==> src/include/rob_defs.svh <==
`ifndef ROB_DEFS_SVH
`define ROB_DEFS_SVH

// tags are reorder buffer slot indices
`define ROB_DEPTH 16
`define TAG_W 4

`define XLEN 32

// store queue entries and the rob's starting store credits
`define STQ_DEPTH 4

// memory write credits held by the store queue at reset
`define MEM_CREDITS 2

`endif

==> src/verilog/robPkg.sv <==
`include "rob_defs.svh"
`default_nettype none

package robPkg;

    typedef logic [`TAG_W-1:0] tagT;
    typedef logic [4:0] regT;       // architectural register index
    typedef logic [`XLEN-1:0] dataT;

    // opcode class of an entry
    typedef enum logic [1:0] {
        kindAlu,
        kindStore,
        kindBranch
    } entryKindE;

    typedef enum logic [1:0] {
        stFree,
        stWaiting,   // allocated, no result yet
        stDone
    } entryStateE;

endpackage

`default_nettype wire

==> src/verilog/commitIfs.sv <==
`default_nettype none

// one cycle commit write from the rob into the rename file
interface regWriteIf;
    logic         valid;
    robPkg::regT  rd;
    robPkg::dataT data;
    robPkg::tagT  tag;   // rob slot of the retiring entry

    modport source (
        output valid,
        output rd,
        output data,
        output tag
    );

    modport sink (
        input valid,
        input rd,
        input data,
        input tag
    );
endinterface

// credit based path for committed stores
interface storeRetireIf;
    logic         valid;
    robPkg::dataT addr;
    robPkg::dataT data;
    logic         creditReturn;   // one pulse per store drained to memory

    modport source (
        output valid,
        output addr,
        output data,
        input  creditReturn
    );

    modport sink (
        input  valid,
        input  addr,
        input  data,
        output creditReturn
    );
endinterface

`default_nettype wire

==> src/verilog/reorderBuffer.sv <==
`include "rob_defs.svh"
`default_nettype none

module reorderBuffer (
    input  logic              clk,
    input  logic              rst,
    input  logic              allocValid,
    input  robPkg::regT       allocRd,
    input  robPkg::entryKindE allocKind,
    input  logic              allocPredTaken,
    output robPkg::tagT       allocTag,
    output logic              full,
    input  logic              cplValid,
    input  robPkg::tagT       cplTag,
    input  robPkg::dataT      cplData,
    input  logic              cplTaken,
    input  robPkg::dataT      cplTarget,
    output logic              flush,
    output robPkg::dataT      flushPc,
    regWriteIf.source         regWr,
    storeRetireIf.source      stq
);
    localparam int CntW = $clog2(`ROB_DEPTH) + 1;
    localparam int CrdW = $clog2(`STQ_DEPTH) + 1;

    robPkg::entryStateE slotState [`ROB_DEPTH];
    robPkg::entryKindE  slotKind [`ROB_DEPTH];
    robPkg::regT        slotRd [`ROB_DEPTH];
    robPkg::dataT       slotData [`ROB_DEPTH];
    robPkg::dataT       slotTarget [`ROB_DEPTH];   // branch target or store address
    logic               slotTaken [`ROB_DEPTH];
    logic               slotPred [`ROB_DEPTH];

    robPkg::tagT     headPtr;
    robPkg::tagT     tailPtr;
    logic [CntW-1:0] count;
    logic [CrdW-1:0] storeCredits;

    logic allocFire;
    logic cplFire;
    logic headDone;
    logic headIsStore;
    logic retire;
    logic mispredict;
    logic storeFire;

    assign allocTag = tailPtr;
    assign full = (count == CntW'(`ROB_DEPTH));
    assign allocFire = allocValid && !full && !flush;   // dropped in the flush cycle
    assign cplFire = cplValid && (slotState[cplTag] == robPkg::stWaiting);

    assign headDone = (slotState[headPtr] == robPkg::stDone);
    assign headIsStore = (slotKind[headPtr] == robPkg::kindStore);
    // a store at the head waits for a queue credit
    assign retire = headDone && (!headIsStore || storeCredits != '0);
    assign storeFire = retire && headIsStore;
    assign mispredict = retire && (slotKind[headPtr] == robPkg::kindBranch)
                        && (slotTaken[headPtr] != slotPred[headPtr]);

    always_ff @(posedge clk) begin
        if (rst) begin
            for (int i = 0; i < `ROB_DEPTH; i++) begin
                slotState[i] <= robPkg::stFree;
            end
            headPtr <= '0;
            tailPtr <= '0;
            count <= '0;
            storeCredits <= CrdW'(`STQ_DEPTH);
            flush <= 1'b0;
            regWr.valid <= 1'b0;
            stq.valid <= 1'b0;
        end else begin
            flush <= mispredict;
            regWr.valid <= retire && !headIsStore && (slotRd[headPtr] != '0);
            stq.valid <= storeFire;
            storeCredits <= storeCredits - CrdW'(storeFire) + CrdW'(stq.creditReturn);

            if (mispredict) begin
                // drop everything younger than the branch
                for (int i = 0; i < `ROB_DEPTH; i++) begin
                    slotState[i] <= robPkg::stFree;
                end
                headPtr <= '0;
                tailPtr <= '0;
                count <= '0;
            end else begin
                if (cplFire) begin
                    slotState[cplTag] <= robPkg::stDone;
                end
                if (allocFire) begin
                    slotState[tailPtr] <= robPkg::stWaiting;
                    tailPtr <= tailPtr + 1'b1;   // wraps at depth
                end
                if (retire) begin
                    slotState[headPtr] <= robPkg::stFree;
                    headPtr <= headPtr + 1'b1;
                end
                count <= count + CntW'(allocFire) - CntW'(retire);
            end
        end
    end

    // entry payload and retire outputs
    always_ff @(posedge clk) begin
        if (allocFire) begin
            slotKind[tailPtr] <= allocKind;
            slotRd[tailPtr] <= allocRd;
            slotPred[tailPtr] <= allocPredTaken;
        end
        if (cplFire) begin
            slotData[cplTag] <= cplData;
            slotTaken[cplTag] <= cplTaken;
            slotTarget[cplTag] <= cplTarget;
        end
        if (retire) begin
            regWr.rd <= slotRd[headPtr];
            regWr.data <= slotData[headPtr];
            regWr.tag <= headPtr;
            stq.addr <= slotTarget[headPtr];
            stq.data <= slotData[headPtr];
        end
        if (mispredict) begin
            flushPc <= slotTarget[headPtr];
        end
    end

endmodule

`default_nettype wire

==> src/verilog/renameRegFile.sv <==
`default_nettype none

module renameRegFile (
    input  logic         clk,
    input  logic         rst,
    input  logic         allocValid,
    input  robPkg::regT  allocRd,
    input  robPkg::tagT  allocTag,
    input  logic         full,
    input  logic         flush,
    regWriteIf.sink      regWr,
    input  robPkg::regT  readReg,
    output robPkg::dataT readData,
    output logic         readBusy,
    output robPkg::tagT  readTag
);
    localparam int NumRegs = 2 ** $bits(robPkg::regT);

    robPkg::dataT       regVal [NumRegs];
    robPkg::tagT        regTag [NumRegs];   // youngest in-flight writer
    logic [NumRegs-1:0] busy;
    logic               allocFire;

    // same acceptance rule as the rob
    assign allocFire = allocValid && !full && !flush;

    assign readData = (readReg == '0) ? '0 : regVal[readReg];
    assign readBusy = busy[readReg];
    assign readTag = regTag[readReg];

    always_ff @(posedge clk) begin
        if (rst) begin
            for (int i = 0; i < NumRegs; i++) begin
                regVal[i] <= '0;
            end
            busy <= '0;
        end else begin
            if (regWr.valid && regWr.rd != '0) begin
                regVal[regWr.rd] <= regWr.data;
                // a younger rename keeps the register busy
                if (regTag[regWr.rd] == regWr.tag) begin
                    busy[regWr.rd] <= 1'b0;
                end
            end
            if (flush) begin
                busy <= '0;
            end else if (allocFire && allocRd != '0) begin
                busy[allocRd] <= 1'b1;
            end
        end
    end

    always_ff @(posedge clk) begin
        if (allocFire && allocRd != '0) begin
            regTag[allocRd] <= allocTag;
        end
    end

endmodule

`default_nettype wire

==> src/verilog/storeRetireQueue.sv <==
`include "rob_defs.svh"
`default_nettype none

module storeRetireQueue (
    input  logic         clk,
    input  logic         rst,
    storeRetireIf.sink   stq,
    input  logic         memCredit,
    output logic         memValid,
    output robPkg::dataT memAddr,
    output robPkg::dataT memData
);
    localparam int PtrW = $clog2(`STQ_DEPTH);
    localparam int CntW = PtrW + 1;
    localparam int MemW = $clog2(`MEM_CREDITS + 1);

    robPkg::dataT    addrMem [`STQ_DEPTH];
    robPkg::dataT    dataMem [`STQ_DEPTH];
    logic [PtrW-1:0] rdPtr;
    logic [PtrW-1:0] wrPtr;
    logic [CntW-1:0] count;
    logic [MemW-1:0] memCredits;
    logic            pop;

    function automatic logic [PtrW-1:0] nextPtr(input logic [PtrW-1:0] p);
        return (p == PtrW'(`STQ_DEPTH - 1)) ? '0 : p + 1'b1;
    endfunction

    assign pop = (count != '0) && (memCredits != '0);

    // upstream credits guarantee space on push
    always_ff @(posedge clk) begin
        if (rst) begin
            rdPtr <= '0;
            wrPtr <= '0;
            count <= '0;
            memCredits <= MemW'(`MEM_CREDITS);
            memValid <= 1'b0;
            stq.creditReturn <= 1'b0;
        end else begin
            if (stq.valid) begin
                wrPtr <= nextPtr(wrPtr);
            end
            if (pop) begin
                rdPtr <= nextPtr(rdPtr);
            end
            count <= count + CntW'(stq.valid) - CntW'(pop);
            memCredits <= memCredits - MemW'(pop) + MemW'(memCredit);
            memValid <= pop;
            stq.creditReturn <= pop;   // slot freed upstream
        end
    end

    always_ff @(posedge clk) begin
        if (stq.valid) begin
            addrMem[wrPtr] <= stq.addr;
            dataMem[wrPtr] <= stq.data;
        end
        if (pop) begin
            memAddr <= addrMem[rdPtr];
            memData <= dataMem[rdPtr];
        end
    end

endmodule

`default_nettype wire

==> src/verilog/commitCore.sv <==
`default_nettype none

module commitCore (
    input  logic              clk,
    input  logic              rst,
    input  logic              allocValid,
    input  robPkg::regT       allocRd,
    input  robPkg::entryKindE allocKind,
    input  logic              allocPredTaken,
    output robPkg::tagT       allocTag,
    output logic              full,
    input  logic              cplValid,
    input  robPkg::tagT       cplTag,
    input  robPkg::dataT      cplData,
    input  logic              cplTaken,
    input  robPkg::dataT      cplTarget,
    output logic              flush,
    output robPkg::dataT      flushPc,
    input  robPkg::regT       readReg,
    output robPkg::dataT      readData,
    output logic              readBusy,
    output robPkg::tagT       readTag,
    input  logic              memCredit,
    output logic              memValid,
    output robPkg::dataT      memAddr,
    output robPkg::dataT      memData
);
    regWriteIf    regWr ();
    storeRetireIf stq ();

    reorderBuffer reorderBuffer_i (
        .clk            (clk),
        .rst            (rst),
        .allocValid     (allocValid),
        .allocRd        (allocRd),
        .allocKind      (allocKind),
        .allocPredTaken (allocPredTaken),
        .allocTag       (allocTag),
        .full           (full),
        .cplValid       (cplValid),
        .cplTag         (cplTag),
        .cplData        (cplData),
        .cplTaken       (cplTaken),
        .cplTarget      (cplTarget),
        .flush          (flush),
        .flushPc        (flushPc),
        .regWr          (regWr.source),
        .stq            (stq.source)
    );

    renameRegFile renameRegFile_i (
        .clk        (clk),
        .rst        (rst),
        .allocValid (allocValid),
        .allocRd    (allocRd),
        .allocTag   (allocTag),
        .full       (full),
        .flush      (flush),
        .regWr      (regWr.sink),
        .readReg    (readReg),
        .readData   (readData),
        .readBusy   (readBusy),
        .readTag    (readTag)
    );

    // committed stores drain here and survive a flush
    storeRetireQueue storeRetireQueue_i (
        .clk       (clk),
        .rst       (rst),
        .stq       (stq.sink),
        .memCredit (memCredit),
        .memValid  (memValid),
        .memAddr   (memAddr),
        .memData   (memData)
    );

endmodule

`default_nettype wire

==> config.mk <==
export PLATFORM = sky130hd
export DESIGN_NAME = commitCore
export DESIGN_NICKNAME = d
export VERILOG_FILES = /design/src/verilog/robPkg.sv /design/src/verilog/commitIfs.sv /design/src/verilog/reorderBuffer.sv /design/src/verilog/renameRegFile.sv /design/src/verilog/storeRetireQueue.sv /design/src/verilog/commitCore.sv
export VERILOG_INCLUDE_DIRS = /design/src /design/src/include
export SDC_FILE = /design/constraint.sdc
export NUM_CORES = 2
export LEC_CHECK = 0
export BUFFER_PORTS_ARGS = -buffer_cell sky130_fd_sc_hd__buf_4
export CAP_MARGIN = 15
export CORE_MARGIN = 10
export CORE_UTILIZATION = 55
export DETAILED_ROUTE_END_ITERATION = 12
export PLACE_DENSITY = 0.82
export SKIP_CTS_REPAIR_TIMING = 1
export SLEW_MARGIN = 5
export SYNTH_ARGS = -nofsm -noshare
export SYNTH_HDL_FRONTEND = slang
export SYNTH_SLANG_ARGS = --single-unit
==> constraint.sdc <==
create_clock -name clk -period 13.5 [get_ports clk]
set_input_delay 0.675 -clock clk [delete_from_list [all_inputs] [get_ports clk]]
set_output_delay 0.675 -clock clk [all_outputs]
set_load 0.03 [all_outputs]
==> out/results.tsv <==
metric	value	unit
synth_fa_ha_area_frac	0.00323	
avgViaCountPerCell	6.75	
multi_input_area	29700	sq um
synth_edf_count	2745	
regArea	84500	sq um
cts_buffer_depth	4	
gp_congestion	0.812	
path_buf_inv	2	
synth_common_cells	edfxtp_1, and2_1, mux4_2, clkbuf_1, nor2_1	
synth_simple_gate_area_frac	0.0695	
wl_per_cell	35.5	microns
floorplan.rows	168	
power.density	163	nW/um^2
met2_length	160	mm
p_leak	43.1	nW
ios	227	
end_kind	flop	
nets	6226	
status	complete, no violations	
start_util	0.552	
path_clk_slew	70	ps
fp.dieW	478	microns
synthFlopType	edfxtp_1	
min_from	cplTarget[22]	
clkLatencyLatePin	960	ps
syn_inst	5826	
required	14240	ps
fin_util	0.622	
worst_pin_slew	1360	ps
synth.largest_area_cell	edfxtp_1	
setup_viol	0	
period_needed	5810	ps
first_global_vias	62879	
drv_cap	0	
synthMuxAreaShare	0.166	
clock-sinks	2847	
rsz0062_at_grt	false	
m1WireLength	105	mm
synth_top_family_by_area	multiplexers	
area_growth	12.7	%
power.total	0.0212	W
finalCritPeriodShare	0.430	
dp_hpwl	161	mm
routed-wl-met3	41.3	mm
die_h	478	microns
synth_seq_cells	2847	
path_class	flop to flop	
cts_tree	done	
setup-tns-final	0	ps
peakVddDrop	0.122	mV
drive_gt1_frac	0.268	
reg2reg_depth	9	
die-area	229000	sq um
vias	61677	
n_fill_cell	13204	
maxSlewViolCount	0	
hold_viol	0	
grt-ovfl-total	0	
place_area	121000	sq um
holdCritPathClass	primary input to flop	
path_cells	buf_4, mux4_2, xnor2_1, mux4_2, nor4b_4, buf_4, or2_2, a41o_1, a211oi_1	
stdcell_area	130000	sq um
worst_clock_skew	108	ps
whs	11.2	ps
seq_area_frac_synth	0.732	
worst_slew_margin_rel	0.0883	
synth_compound_area_frac	0.0110	
cp_top_family	buffers and inverters	
yosys_warnings	0	
path_depth	9	
async_flop_share	0	
grt_max_degree	99	
crit_path_top_delay_cell	or2_2	
slowest_delay	1030	ps
synth_top_area_share	0.714	
syn_avg_cell_area	19.8	sq um
port_buffers	226	
synth_xor_area_frac	0.00182	
synth.most_common_cell	edfxtp_1	
ant_nets	0	
drtIter0Drc	10302	
drc	0	
netlist_top_cells_area	edfxtp_1, mux4_2, and2_1	
htree_levels	5	
synth_area	115000	sq um
crit_arrival	6550	ps
totalWireLength	324	mm
track_usage	0.275	
start_kind	flop	
first_pass_iters	9	
antenna_found_initial	37	
ctsRootBufferMaster	clkbuf_16	
synth.distinct_cells	67	
fmax	0.172	GHz
grt_pass1_wl	456	mm
numCtsBuffers	297	
min_path_cells	1	
dr.max_layer_used	met5	
worstPathMaxFanout	47	
core_area	209000	sq um
[worst paths after layout]
| kind | slack, ps | endpoint |
|---|---|---|
| worst max-delay path | 7690 | reorderBuffer_i.slotState[13][1] |
| worst min-delay path | 10 | reorderBuffer_i.slotTarget[0][22] |
| worst max register to register | 7690 | reorderBuffer_i.slotState[13][1] |
| worst min register to register | 460 | storeRetireQueue_i.addrMem[1][16] |
[area by class of cell]
type                       count  share of cell area
inverter                      62             0.00180
timing repair buffer         375              0.0234
multi-input combinational   2528               0.228
clock inverter               126             0.00900
clock buffer                 378              0.0611
sequential                  2847               0.649
antenna                       12            0.000231
tap                         2805              0.0270
[power by group]
part	internal [W]	switching, W	leakage, nW
Sequential	0.0102	0.000407	27.0
Combinational	0.00108	0.00161	11.6
Clock	0.00457	0.00341	4.48
[metal layers]
| layer | vias up | GRT usage |
|---|---|---|
| li1 | 23644 | - |
| met2 | 5494 | 0.453 |
| met1 | 31427 | 0.347 |
| met4 | 42 | 0.128 |
| met3 | 1070 | 0.0675 |
| met5 | - | 0 |
[cell usage in the layout, fill, tap and decap left out, types with 25 or more instances in the layout]
cell / synthesis / routed
a21oi_1: 46 / 46
clkinv_1: 0 / 46
and2_1: 998 / 994
clkbuf_1: 323 / 66
buf_4: 4 / 351
inv_1: 62 / 61
clkbuf_16: 0 / 304
edfxtp_1: 2745 / 2745
mux4_2: 811 / 811
conb_1: 1 / 36
dfxtp_1: 102 / 91
ha_1: 25 / 25
clkinv_2: 0 / 45
nand2_1: 39 / 39
mux2i_1: 76 / 76
nor3_1: 50 / 39
o21ai_0: 41 / 41
nor2_1: 147 / 110
[sequential cells by signal, indices dropped and copies added, names as in the netlist, 80 cells and up, named ones only]
| register | count |
|---|---|
| renameRegFile_i.regVal | 1024 |
| reorderBuffer_i.slotData | 512 |
| reorderBuffer_i.slotTarget | 512 |
| renameRegFile_i.regTag | 128 |
| storeRetireQueue_i.addrMem | 128 |
| storeRetireQueue_i.dataMem | 128 |
| reorderBuffer_i.slotRd | 80 |
[cells by family after synthesis]
kind of cell	Yosys count
adder cells (fa/ha/maj)	28
buffers and inverters	486
flip-flops	2847
XOR/XNOR	24
AO/OA/AOI/OAI	188
multiplexers	899
AND/OR/NAND/NOR	1353
other	1
[per-stage QoR]
stage	worst slack, ps	cells
after floorplan	6890	5861
final	7690	9133
after detailed placement	8080	8596
after CTS	7870	9100
after global routing	7480	9125
after global placement	8100	8595
[worst reg2reg max path: stages (launching register included)]
cell,delay (ps)
dfxtp_4,890
buf_4,870
mux4_2,710
xnor2_1,290
mux4_2,560
nor4b_4,240
buf_4,700
or2_2,1040
a41o_1,270
a211oi_1,90
Note: power is estimated with default switching activity, not from simulation.
